[config.mk]
export PLATFORM = sky130hd
export DESIGN_NAME = cache_top
export DESIGN_NICKNAME = d
export VERILOG_FILES = /design/src/source/brisc_pkg.sv /design/src/source/cache_line_entry.sv /design/src/source/cache_top.sv /design/src/source/line_output_select.sv /design/src/source/line_write_decode.sv
export VERILOG_INCLUDE_DIRS = /design/src /design/src/source
export SDC_FILE = /design/constraint.sdc
export NUM_CORES = 2
export LEC_CHECK = 0
export BUFFER_PORTS_ARGS = -buffer_cell sky130_fd_sc_hd__clkbuf_2
export CAP_MARGIN = 10
export CORE_UTILIZATION = 50
export DETAILED_ROUTE_END_ITERATION = 6
export HOLD_SLACK_MARGIN = 0.1
export PLACE_DENSITY_LB_ADDON = 0.1
export REMOVE_ABC_BUFFERS = 1
export SLEW_MARGIN = 20
export SYNTH_ARGS = -nofsm -noshare
export SYNTH_HDL_FRONTEND = slang
export SYNTH_SLANG_ARGS = --single-unit
[constraint.sdc]
create_clock -name clk -period 7.9 [get_ports clk]
set_clock_uncertainty 0.05 [all_clocks]
set_input_delay 1.58 -clock clk [delete_from_list [all_inputs] [get_ports clk]]
set_output_delay 1.58 -clock clk [all_outputs]
set_load 0.1 [all_outputs]
[src/source/brisc_config.svh]
`ifndef BRISC_CONFIG_SVH
`define BRISC_CONFIG_SVH

// Cache geometry
`define NUM_CACHE_LINES 8
`define ADDRESS_WIDTH 16
`define CACHE_LINE_WIDTH 128

// Datapath widths
`define XLEN 32
`define WORD_WIDTH 32
`define BYTE_WIDTH 8

// Backing store depth in words, covers the whole byte address space
`define MEM_WORDS 16384

// Cycles from grant to fill response
`define FILL_LATENCY 4

`endif

[src/source/brisc_pkg.sv]
`default_nettype none

package brisc_pkg;

  // Access size seen by the pipeline and the store buffer
  typedef enum logic {
    B = 1'b0,
    W = 1'b1
  } data_size_e;

  typedef enum logic [1:0] {
    IDLE      = 2'd0,
    WRITEBACK = 2'd1,
    WAIT      = 2'd2,
    RESPOND   = 2'd3
  } fill_state_e;

endpackage

`default_nettype wire

[src/source/cache_line_entry.sv]
`timescale 1ns/1ps
`default_nettype none

`include "brisc_config.svh"

module cache_line_entry #(
  parameter int unsigned LINE_WIDTH = `CACHE_LINE_WIDTH,
  parameter int unsigned TAG_WIDTH  = 9
) (
  input  logic                       clk,
  input  logic                       rst,
  input  logic                       fill_en,
  input  logic                       store_en,
  input  logic [TAG_WIDTH-1:0]       lookup_tag,
  input  logic [TAG_WIDTH-1:0]       fill_tag,
  input  logic [TAG_WIDTH-1:0]       store_tag,
  input  logic [LINE_WIDTH-1:0]      fill_data,
  input  logic [LINE_WIDTH-1:0]      store_line,
  input  logic [LINE_WIDTH/8-1:0]    store_mask,
  output logic [LINE_WIDTH-1:0]      line_data,
  output logic                       valid,
  output logic                       dirty,
  output logic [TAG_WIDTH-1:0]       tag,
  output logic                       lookup_hit
);
  localparam int unsigned BYTES_PER_LINE = LINE_WIDTH / `BYTE_WIDTH;

  logic store_hit;

  // Stores only land in a present line with matching tag
  assign store_hit  = store_en && valid && (store_tag == tag);
  assign lookup_hit = valid && (lookup_tag == tag);

  always_ff @(posedge clk) begin
    if (rst) begin
      valid <= 1'b0;
      dirty <= 1'b0;
    end else if (fill_en) begin
      valid <= 1'b1;
      dirty <= 1'b0;
    end else if (store_hit) begin
      dirty <= 1'b1;
    end
  end

  always_ff @(posedge clk) begin
    if (fill_en) begin
      line_data <= fill_data;
      tag       <= fill_tag;
    end else if (store_hit) begin
      // Byte merge
      for (int i = 0; i < BYTES_PER_LINE; i++) begin
        if (store_mask[i]) begin
          line_data[i*`BYTE_WIDTH +: `BYTE_WIDTH] <= store_line[i*`BYTE_WIDTH +: `BYTE_WIDTH];
        end
      end
    end
  end

  // Fill engine and store buffer never target one line in the same cycle
  a_no_fill_store_overlap: assert property (
    @(posedge clk) disable iff (rst) !(fill_en && store_en)
  );

endmodule

`default_nettype wire

[src/source/cache_top.sv]
`timescale 1ns/1ps
`default_nettype none

`include "brisc_config.svh"

module cache_top #(
  parameter int unsigned NUM_LINES  = `NUM_CACHE_LINES,
  parameter int unsigned ADDR_WIDTH = `ADDRESS_WIDTH,
  parameter int unsigned LINE_WIDTH = `CACHE_LINE_WIDTH
) (
  // Pipeline
  input  logic                  clk,
  input  logic                  rst,
  input  logic                  enable,
  input  logic                  is_load,
  input  logic [ADDR_WIDTH-1:0] addr,
  input  brisc_pkg::data_size_e data_size,
  output logic                  miss,
  output logic [`XLEN-1:0]      read_data,

  // Fill engine
  input  logic                  arbiter_grant,
  output logic                  arbiter_req,
  output logic [ADDR_WIDTH-1:0] mem_req_addr,
  output logic [LINE_WIDTH-1:0] mem_req_data,
  output logic                  mem_req_write,
  input  logic                  mem_resp,
  input  logic [LINE_WIDTH-1:0] mem_resp_data,
  input  logic [ADDR_WIDTH-1:0] mem_resp_addr,

  // Store buffer
  input  logic [`XLEN-1:0]      stb_write_data,
  input  logic [ADDR_WIDTH-1:0] stb_write_addr,
  input  logic                  stb_read_valid,
  input  logic                  stb_write,
  input  brisc_pkg::data_size_e stb_write_size
);
  localparam int unsigned BYTE_SEL_WIDTH = $clog2(`WORD_WIDTH / `BYTE_WIDTH);
  localparam int unsigned WORD_SEL_WIDTH = $clog2(LINE_WIDTH / `WORD_WIDTH);
  localparam int unsigned LINE_OFFSET_WIDTH = BYTE_SEL_WIDTH + WORD_SEL_WIDTH;
  localparam int unsigned INDEX_WIDTH = $clog2(NUM_LINES);
  localparam int unsigned TAG_WIDTH = ADDR_WIDTH - INDEX_WIDTH - LINE_OFFSET_WIDTH;

  logic [NUM_LINES-1:0]      fill_en;
  logic [NUM_LINES-1:0]      store_en;
  logic [LINE_WIDTH-1:0]     store_line;
  logic [LINE_WIDTH/8-1:0]   store_mask;

  logic [LINE_WIDTH-1:0]     entry_data [NUM_LINES];
  logic [TAG_WIDTH-1:0]      entry_tag [NUM_LINES];
  logic [NUM_LINES-1:0]      entry_valid;
  logic [NUM_LINES-1:0]      entry_dirty;
  logic [NUM_LINES-1:0]      entry_hit;

  logic [LINE_WIDTH-1:0]     line_data;
  logic                      cache_miss;
  logic                      cache_evict;
  logic [ADDR_WIDTH-1:0]     evict_addr;
  logic                      evict_sent;
  logic                      write_back;

  logic [WORD_SEL_WIDTH-1:0] word_offset;
  logic [BYTE_SEL_WIDTH-1:0] byte_offset;
  logic [`WORD_WIDTH-1:0]    read_word;
  logic [`BYTE_WIDTH-1:0]    read_byte;

  line_write_decode #(
    .NUM_LINES (NUM_LINES),
    .ADDR_WIDTH(ADDR_WIDTH),
    .LINE_WIDTH(LINE_WIDTH)
  ) u_decode (
    .mem_resp      (mem_resp),
    .mem_resp_addr (mem_resp_addr),
    .stb_write     (stb_write),
    .stb_write_addr(stb_write_addr),
    .stb_write_data(stb_write_data),
    .stb_write_size(stb_write_size),
    .fill_en       (fill_en),
    .store_en      (store_en),
    .store_line    (store_line),
    .store_mask    (store_mask)
  );

  for (genvar i = 0; i < NUM_LINES; i++) begin : g_line
    cache_line_entry #(
      .LINE_WIDTH(LINE_WIDTH),
      .TAG_WIDTH (TAG_WIDTH)
    ) u_entry (
      .clk       (clk),
      .rst       (rst),
      .fill_en   (fill_en[i]),
      .store_en  (store_en[i]),
      .lookup_tag(addr[ADDR_WIDTH-1 -: TAG_WIDTH]),
      .fill_tag  (mem_resp_addr[ADDR_WIDTH-1 -: TAG_WIDTH]),
      .store_tag (stb_write_addr[ADDR_WIDTH-1 -: TAG_WIDTH]),
      .fill_data (mem_resp_data),
      .store_line(store_line),
      .store_mask(store_mask),
      .line_data (entry_data[i]),
      .valid     (entry_valid[i]),
      .dirty     (entry_dirty[i]),
      .tag       (entry_tag[i]),
      .lookup_hit(entry_hit[i])
    );
  end

  line_output_select #(
    .NUM_LINES (NUM_LINES),
    .ADDR_WIDTH(ADDR_WIDTH),
    .LINE_WIDTH(LINE_WIDTH),
    .TAG_WIDTH (TAG_WIDTH)
  ) u_select (
    .index      (addr[LINE_OFFSET_WIDTH +: INDEX_WIDTH]),
    .entry_data (entry_data),
    .entry_valid(entry_valid),
    .entry_dirty(entry_dirty),
    .entry_tag  (entry_tag),
    .entry_hit  (entry_hit),
    .enable     (enable),
    .is_load    (is_load),
    .line_data  (line_data),
    .cache_miss (cache_miss),
    .cache_evict(cache_evict),
    .evict_addr (evict_addr)
  );

  // Victim already written back, only the fill is still owed
  always_ff @(posedge clk) begin
    if (rst) begin
      evict_sent <= 1'b0;
    end else if (mem_resp || !cache_miss) begin
      evict_sent <= 1'b0;
    end else if (arbiter_grant && mem_req_write) begin
      evict_sent <= 1'b1;
    end
  end

  always_comb begin
    miss          = cache_miss;
    write_back    = cache_evict && !evict_sent;
    arbiter_req   = write_back || (cache_miss && is_load && !stb_read_valid);
    mem_req_write = write_back;
    mem_req_data  = line_data;
    mem_req_addr  = write_back ? evict_addr
                               : {addr[ADDR_WIDTH-1:LINE_OFFSET_WIDTH], {LINE_OFFSET_WIDTH{1'b0}}};

    // Word, then byte within it
    word_offset = addr[LINE_OFFSET_WIDTH-1:BYTE_SEL_WIDTH];
    byte_offset = addr[BYTE_SEL_WIDTH-1:0];
    read_word   = line_data[`WORD_WIDTH*word_offset +: `WORD_WIDTH];
    read_byte   = read_word[`BYTE_WIDTH*byte_offset +: `BYTE_WIDTH];
    read_data   = (data_size == brisc_pkg::W) ? read_word
                                              : {{(`XLEN-`BYTE_WIDTH){1'b0}}, read_byte};
  end

  a_addr_known: assert property (
    @(posedge clk) disable iff (rst) enable |-> !$isunknown(addr)
  );

  // A hit must come from a filled or stored line
  a_hit_data_known: assert property (
    @(posedge clk) disable iff (rst) (enable && !miss) |-> !$isunknown(read_data)
  );

endmodule

`default_nettype wire

[src/source/line_output_select.sv]
`timescale 1ns/1ps
`default_nettype none

`include "brisc_config.svh"

module line_output_select #(
  parameter int unsigned NUM_LINES  = `NUM_CACHE_LINES,
  parameter int unsigned ADDR_WIDTH = `ADDRESS_WIDTH,
  parameter int unsigned LINE_WIDTH = `CACHE_LINE_WIDTH,
  parameter int unsigned TAG_WIDTH  = 9
) (
  input  logic [$clog2(NUM_LINES)-1:0] index,
  input  logic [LINE_WIDTH-1:0]        entry_data [NUM_LINES],
  input  logic [NUM_LINES-1:0]         entry_valid,
  input  logic [NUM_LINES-1:0]         entry_dirty,
  input  logic [TAG_WIDTH-1:0]         entry_tag [NUM_LINES],
  input  logic [NUM_LINES-1:0]         entry_hit,
  input  logic                         enable,
  input  logic                         is_load,
  output logic [LINE_WIDTH-1:0]        line_data,
  output logic                         cache_miss,
  output logic                         cache_evict,
  output logic [ADDR_WIDTH-1:0]        evict_addr
);
  localparam int unsigned INDEX_WIDTH = $clog2(NUM_LINES);
  localparam int unsigned OFFSET_WIDTH = ADDR_WIDTH - TAG_WIDTH - INDEX_WIDTH;

  always_comb begin
    line_data  = entry_data[index];
    cache_miss = enable && !entry_hit[index];

    // A load that displaces modified data needs a write-back first
    cache_evict = cache_miss && is_load && entry_valid[index] && entry_dirty[index];

    // Victim address rebuilt from what the line holds
    evict_addr = {entry_tag[index], index, {OFFSET_WIDTH{1'b0}}};
  end

endmodule

`default_nettype wire

[src/source/line_write_decode.sv]
`timescale 1ns/1ps
`default_nettype none

`include "brisc_config.svh"

module line_write_decode #(
  parameter int unsigned NUM_LINES  = `NUM_CACHE_LINES,
  parameter int unsigned ADDR_WIDTH = `ADDRESS_WIDTH,
  parameter int unsigned LINE_WIDTH = `CACHE_LINE_WIDTH
) (
  input  logic                         mem_resp,
  input  logic [ADDR_WIDTH-1:0]        mem_resp_addr,
  input  logic                         stb_write,
  input  logic [ADDR_WIDTH-1:0]        stb_write_addr,
  input  logic [`XLEN-1:0]             stb_write_data,
  input  brisc_pkg::data_size_e        stb_write_size,
  output logic [NUM_LINES-1:0]         fill_en,
  output logic [NUM_LINES-1:0]         store_en,
  output logic [LINE_WIDTH-1:0]        store_line,
  output logic [LINE_WIDTH/8-1:0]      store_mask
);
  localparam int unsigned BYTES_PER_WORD = `WORD_WIDTH / `BYTE_WIDTH;
  localparam int unsigned BYTES_PER_LINE = LINE_WIDTH / `BYTE_WIDTH;
  localparam int unsigned BYTE_SEL_WIDTH = $clog2(BYTES_PER_WORD);
  localparam int unsigned LINE_OFFSET_WIDTH = $clog2(BYTES_PER_LINE);
  localparam int unsigned INDEX_WIDTH = $clog2(NUM_LINES);

  logic [INDEX_WIDTH-1:0]       fill_index;
  logic [INDEX_WIDTH-1:0]       store_index;
  logic [LINE_OFFSET_WIDTH-1:0] store_offset;
  logic [LINE_OFFSET_WIDTH-1:0] word_base;

  always_comb begin
    fill_index   = mem_resp_addr[LINE_OFFSET_WIDTH +: INDEX_WIDTH];
    store_index  = stb_write_addr[LINE_OFFSET_WIDTH +: INDEX_WIDTH];
    store_offset = stb_write_addr[LINE_OFFSET_WIDTH-1:0];
    word_base    = {store_offset[LINE_OFFSET_WIDTH-1:BYTE_SEL_WIDTH], {BYTE_SEL_WIDTH{1'b0}}};

    // One-hot line enables
    fill_en  = '0;
    store_en = '0;
    fill_en[fill_index]   = mem_resp;
    store_en[store_index] = stb_write;

    // Data goes to every lane, the mask picks the bytes that land
    store_mask = '0;
    if (stb_write_size == brisc_pkg::W) begin
      store_line = {(LINE_WIDTH / `XLEN){stb_write_data}};
      store_mask[word_base +: BYTES_PER_WORD] = '1;
    end else begin
      store_line = {BYTES_PER_LINE{stb_write_data[`BYTE_WIDTH-1:0]}};
      store_mask[store_offset] = 1'b1;
    end
  end

endmodule

`default_nettype wire

# Word-level counts from Yosys, hierarchy flattened

Index checks and enable logic that the tools add are counted.

Add/subtract/negate cells: 1
$lt $le $gt $ge: 8
Eq/ne operators: 16
Shifts and indexed selects: 4
Mux-type cells: 54
Bitwise operators: 4
Reduce and logical (&&, ||, !) cells: 313

Operators with widths:

| cell                    | number |
|---|---|
| $mux 128                | 19 |
| $bmux 128 s3            | 1 |
| $reduce_bool 2->1       | 136 |
| $reduce_and 2->1        | 128 |
| $eq 9x9->1              | 16 |
| $mux 8                  | 16 |
| $shiftx 128x8->32       | 1 |
| $logic_and 1x1->1       | 34 |
| $mux 16                 | 2 |
| $mux 32                 | 1 |
| $shiftx 32x6->8         | 1 |
| $bmux 9 s3              | 1 |
| $mux 9                  | 2 |
| $reduce_or 2->1         | 9 |
| $and 16x16->16          | 1 |
| $and 8x8->8             | 2 |
| $shift 4x6->16 const A  | 1 |
| $shiftx 4x6->16 const A | 1 |
| $lt 3x4->1 const B      | 3 |
| $bmux 1 s3              | 3 |
| $demux 1 s3             | 2 |
| $ge 3x1->1 const B      | 2 |
| $mux 1                  | 6 |
| $neg 4->6               | 1 |
| 7 further kinds         | 11 |

Bits in registers: 1113
Bits of input ports: 218
Output and inout port bits: 179
Word-level logic and storage cells: 553

# Logic depth before layout (Yosys ltp)

Depth after elaboration: 11
Gate-level depth with buffers: 10
Mapped depth without buffers: 7

# Cells and area by module

Synthesis repeated with hierarchy kept, for this count alone.

Cell total of the unflattened synthesis: 3556
Area total of the unflattened synthesis: 59876.2 µm²

By module, submodules not included:

| module             | instances | cells each | area an instance (µm²) | seq. area each (µm²) |
|---|---|---|---|---|
| cache_line_entry   | 8         | 330        | 6044.5                 | 4154.0 |
| line_output_select | 1         | 516        | 8340.5                 | 0.0 |
| cache_top          | 1         | 187        | 1886.8                 | 20.0 |
| line_write_decode  | 1         | 213        | 1292.5                 | 0.0 |

# Worst setup path after synthesis

OpenSTA, ideal clock, no wires.

Path type: input to output
Start point: input port addr[5]
End point: output port read_data[6]
Data arrival time: 4.943 ns
Data required time: 6.270 ns
Slack: 1.327 ns
Stages: 8
Path through: buf_2 clkbuf_1 buf_1 mux4_2 mux2_2 nor2_1 o31a_1 o211ai_1

Cells in the longest elaborated chain, start to end: 7

Ends and longest elaborated chain:

| item                                        | RTL line                 | RTL |
|---|---|---|
| start, declared                             | cache_top.sv:16          | `input logic [ADDR_WIDTH-1:0] addr,` |
| $not 3->4 (implied by the code)             | line_output_select.sv:29 | `line_data = entry_data[index];` |
| $bmux 128 s3                                | line_output_select.sv:29 |  |
| $mux 128 (implied by the code) (2 in a row) | line_output_select.sv:29 |  |
| named net mem_req_data[54]                  | cache_top.sv:25          | `output logic [LINE_WIDTH-1:0] mem_req_data,` |
| $shiftx 128x8->32                           | cache_top.sv:150         | `` read_word = line_data[`WORD_WIDTH*word_offset +: `WORD_WIDTH]; `` |
| $shiftx 32x6->8                             | cache_top.sv:151         | `` read_byte = read_word[`BYTE_WIDTH*byte_offset +: `BYTE_WIDTH]; `` |
| $mux 32                                     | cache_top.sv:152         | `read_data = (data_size == brisc_pkg::W) ? read_word` |
| end, declared                               | cache_top.sv:19          | `` output logic [`XLEN-1:0] read_data, `` |

The timed path passes the listed nets, and every way through them passes these cells. The select of a mux whose other input is x is not followed.

# Final worst setup path

Start point: input port addr[4]
End point: output port read_data[0]

Cells in the longest elaborated chain, start to end: 7

Ends and longest elaborated chain:

| item                                            | RTL line |
|---|---|
| $not 3->4 (implied by the code) (*)             | line_output_select.sv:29 |
| $bmux 128 s3 (*)                                | line_output_select.sv:29 |
| $mux 128 (implied by the code) (*) (2 in a row) | line_output_select.sv:29 |
| $shiftx 128x8->32 (*)                           | cache_top.sv:150 |
| $shiftx 32x6->8                                 | cache_top.sv:151 |
| $mux 32 (*)                                     | cache_top.sv:152 |

Mark *: on every way between the ends. The rest lies on a longest branch, timed or not. The select of a mux whose other input is x is not followed.

==> results <==
- Detailed placement ended at an HPWL of 131000 µm.
- In this run, placement finished with an instance count of between 5k and 6k.
- Data on the critical path arrives at its endpoint at ~5.3 ns.
- Among all stages on the critical path, the largest delay is contributed by sky130_fd_sc_hd__a22oi_1.
- The area fraction of the dominant cell type after synthesis is 0.588.
- The via count of the first global-routing pass is 38.3k.
- Clock-pin slew was measured on the worst setup and hold paths at 0.06 ns.
- In this run the register-to-register setup slack is 4.71 ns.
- In the final layout, the share of cells above drive strength 1 is 0.266.
- In the routed design, unresolved DRC markers number 0.
- The total die area is 113000 µm².
- The vertical die dimension is between 300 and 400 µm.
- For this run, the post-layout net count is 4630.
- Counting instances in the post-synthesis netlist gives the leading cell types as 1096 x sky130_fd_sc_hd__edfxtp_1, 809 x sky130_fd_sc_hd__nand2_1, 768 x sky130_fd_sc_hd__o21a_1, 283 x sky130_fd_sc_hd__mux4_2, 199 x sky130_fd_sc_hd__clkbuf_1.
- After detailed routing, the total wire length is 205000 µm.
- Excluding fillers, the count of instances in the completed layout stands at between 6k and 7k.
- The final critical-path required period is ~7 ns.
- The maximum net fanout on the critical path is 36.
- No sink is reached through more buffers than the 3 on the longest clock path.
- The cell family contributing the most delay on the critical path is compound AO/OA/AOI/OAI gates.
- In this run, the number of DRC markers left after iteration 0 of detailed routing was between 5k and 6k.
- For this run, the share of the core covered by cells in the final layout is 0.572.
- Gates resized during post-CTS repair numbered 0.
- In this run, synthesis produced a sequential element count of 1113.
- The post-route clock period utilization is 0.882.
- The startpoint identified for the worst register-to-register timing path is g_line[4].u_entry.tag[8].
- The initialized floorplan defines between 100 and 150 standard-cell rows.
- Yosys attributes the largest share of cell area to sky130_fd_sc_hd__edfxtp_1 59%, sky130_fd_sc_hd__mux4_2 11%, sky130_fd_sc_hd__o21a_1 10%.
- In the final timing run, aggregate negative setup slack is 0 ns.
- Counting every instance in the synthesized netlist gives 4177.
- The remaining antenna violation count is 0.
- The H-tree was split into 3 levels.
- The clock insertion delay at the later pin of the skew report is ~0.70 ns.
- The pre-antenna-repair detailed-routing pass consisted of 5 iterations.
- In the synthesized netlist the dominant register cell turns out to be sky130_fd_sc_hd__edfxtp_1.
- The sequential fraction of the synthesis area is 0.594.
- At the end of routability-driven placement, the weighted congestion stood at between 0.9 and 1.
- The buffer and inverter count on the worst path is 3.
- The instance count on the critical path is 9.
- The number of setup buffers added after CTS is 0.
- The worst setup slack after layout is around 0.93 ns.
- 397 I/O pins were placed.
- Using the TritonRoute via totals, the vias-per-cell ratio works out to between 6 and 7.
- The initial utilization of the core area, before any placement, comes to 0.505.
- The async set-reset flop share out of synthesis is 0.
- In this run the static leakage power is 21.9 nW.
- Timing would allow up to 144 MHz.
- The min-delay analysis places its worst path in the category register to register.
- The critical path goes through buf_8 -> buf_4 -> mux4_2 -> mux2_2 -> mux2i_1 -> a21oi_1 -> a22oi_1 -> o211ai_1 -> clkbuf_2.
- The tree is rooted in a sky130_fd_sc_hd__clkbuf_16.
- After synthesis the cells add up to approximately 56000 µm².
- The number of failing setup endpoints in the final timing report is 0.
- The transition time at the pin with the least slew margin is 1.22 ns.
- The most common cell in the synthesized netlist is sky130_fd_sc_hd__edfxtp_1.
- The core area is between 100000 and 150000 µm².
- Timing analysis after detailed placement gives a worst setup slack of between 1 and 1.5 ns.
- The endpoint of the worst register-to-register path is g_line[4].u_entry.line_data[0].
- The worst-case IR drop observed on VDD is approximately 0.21 mV.
- The area overhead of the layout relative to synthesis is 13.3%.
- TritonCTS built the clock tree.
- The first global-routing pass estimated approximately 280000 µm of wire.
- The largest area contributor in the synthesized netlist is sky130_fd_sc_hd__edfxtp_1.
- The mean instance size in the synthesized netlist is 13.4 µm².
- The maximum number of pins on one net before global-route repair is roughly 150.
- The final global-route overflow total is 0.
- The flow ran to the end, and the final reports show no timing, DRC or antenna violations.
- The horizontal die dimension is around 340 µm.
- The number of antenna violations at the first check in global routing was 32.
- The total clock sinks is about 1.1k.
- STA classifies the critical path startpoint as an input port.
- In this run, CTS created clock tree buffers numbering 120.
- Max-cap violations in this run came to 0.
- The critical path is of the input port to primary output type.
- The total number of vias is just under 40k.
- The most critical setup path has its startpoint at addr[4].
- Yosys mapped a number of flops with a built-in enable equal to between 1k and 1.5k.
- The final count of hold timing violations came to 0.
- For the worst flop-to-flop path, the logic depth is 5.
- Setup repair after global routing left no endpoint under its margin.
- Data on the critical path is required at its endpoint by around 6.3 ns.
- The count of yosys warnings during synthesis is 0.
- Power spread over the standard cell area amounts to approximately 240 nW/µm².
- The largest stage delay on the critical path is a little over 0.9 ns.
- The relative max-transition margin is 0.188.
- The count of buffers inserted at the top-level ports is just under 400.
- The critical path endpoint is read_data[0].
- For this run, the total global-route usage over all layers was measured as 0.361.
- The post-cts hold buffer count is 0.
- The average detailed-routed wire length per instance is between 30 and 40 µm.
- The distinct cell type count of the synthesized netlist is 50.
- The total count of max-transition violations in the final report is 0.
- The type of element capturing the critical path is a primary output.
layout by cell type (no fill, tap or decap), types with 13 or more instances in the layout:
cell                        instances
sky130_fd_sc_hd__a211oi_1          21
sky130_fd_sc_hd__a21oi_1           37
sky130_fd_sc_hd__a22oi_1           20
sky130_fd_sc_hd__and2_1            25
sky130_fd_sc_hd__buf_4            136
sky130_fd_sc_hd__clkbuf_1          26
sky130_fd_sc_hd__clkbuf_16        125
sky130_fd_sc_hd__clkbuf_2         383
sky130_fd_sc_hd__clkinv_1          23
sky130_fd_sc_hd__clkinv_2          18
sky130_fd_sc_hd__dfxtp_1           17
sky130_fd_sc_hd__diode_2           22
sky130_fd_sc_hd__edfxtp_1        1096
sky130_fd_sc_hd__inv_1             13
sky130_fd_sc_hd__mux2_2           141
sky130_fd_sc_hd__mux2i_1           16
sky130_fd_sc_hd__mux4_2           283
sky130_fd_sc_hd__nand2_1          806
sky130_fd_sc_hd__nand3_1           26
sky130_fd_sc_hd__nand4_1           21
sky130_fd_sc_hd__nor2_1            39
sky130_fd_sc_hd__nor2b_1           25
sky130_fd_sc_hd__nor3_1            17
sky130_fd_sc_hd__o21a_1           768
sky130_fd_sc_hd__o21ai_1           82
sky130_fd_sc_hd__o21ai_2           55
sky130_fd_sc_hd__xnor2_1           71
sky130_fd_sc_hd__xor2_1            73
area by class of cell:
class | count | area, µm²
Clock inverter | 61 | 587
Clock buffer | 151 | 3230
Fill cell | 9151 | 47400
Timing Repair Buffer | 535 | 3210
Multi-Input combinational cell | 2619 | 21100
Sequential cell | 1113 | 33300
Inverter | 23 | 88.8
Antenna cell | 22 | 55.1
Tap cell | 1488 | 1860
cell families after synthesis:
group | share of synthesized area
buffers and inverters | 0.0333
flip-flops | 0.594
XOR/XNOR | 0.0225
AND/OR/NAND/NOR | 0.0733
AO/OA/AOI/OAI | 0.130
other | 0.0000670
multiplexers | 0.147
worst min-delay path, cell delays in order, from the launching register on:
cell                       delay (ns)
sky130_fd_sc_hd__dfxtp_1         0.31
sky130_fd_sc_hd__inv_1           0.05
sky130_fd_sc_hd__a211oi_1        0.05
how the worst min path moves through the flow:
| stage | start | to | slack, ns | cells after the start |
|---|---|---|---|---|
| after global placement | g_line[6].u_entry.dirty | g_line[6].u_entry.dirty | 0.39 | 2 |
| after detailed placement | g_line[0].u_entry.dirty | g_line[0].u_entry.dirty | 0.40 | 2 |
| after floorplan | g_line[0].u_entry.dirty | g_line[0].u_entry.dirty | 0.38 | 2 |
| final | g_line[4].u_entry.dirty | g_line[4].u_entry.dirty | 0.41 | 2 |
| after global routing | g_line[4].u_entry.dirty | g_line[4].u_entry.dirty | 0.42 | 2 |
| after CTS | g_line[5].u_entry.dirty | g_line[5].u_entry.dirty | 0.41 | 2 |
report_power, final:
group          switching (mW)  leakage, nW  internal (mW)
combinational            1.82         10.1          0.715
sequential             0.0580         9.93           6.76
clock                    2.38         1.86           3.22
total                    4.25         21.9           10.7
per-layer routing:
layer | up-vias | GRT usage | routed length (µm)
li1 | 16200 | - | -
met1 | 19800 | 0.481 | 76900
met2 | 2608 | 0.545 | 92300
met3 | 528 | 0.108 | 25900
met4 | 34 | 0.167 | 9840
met5 | - | 0 | 209
sequential cells by signal, summed over array words and instances, names as in the netlist:
register	flops
evict_sent	1
g_line.u_entry.dirty	8
g_line.u_entry.line_data	1024
g_line.u_entry.tag	72
g_line.u_entry.valid	8
per-stage QoR:
step	power (mW)	cell area (µm²)	hold WS, ns
4_1_cts	14.9	63400	0.411
5_1_grt	15.3	63400	0.422
2_1_floorplan	8.56	54200	0.375
3_3_place_gp	9.41	59500	0.392
3_5_place_dp	9.44	59500	0.400
6_report	14.9	63400	0.409
(Power assumes the default switching activity.)
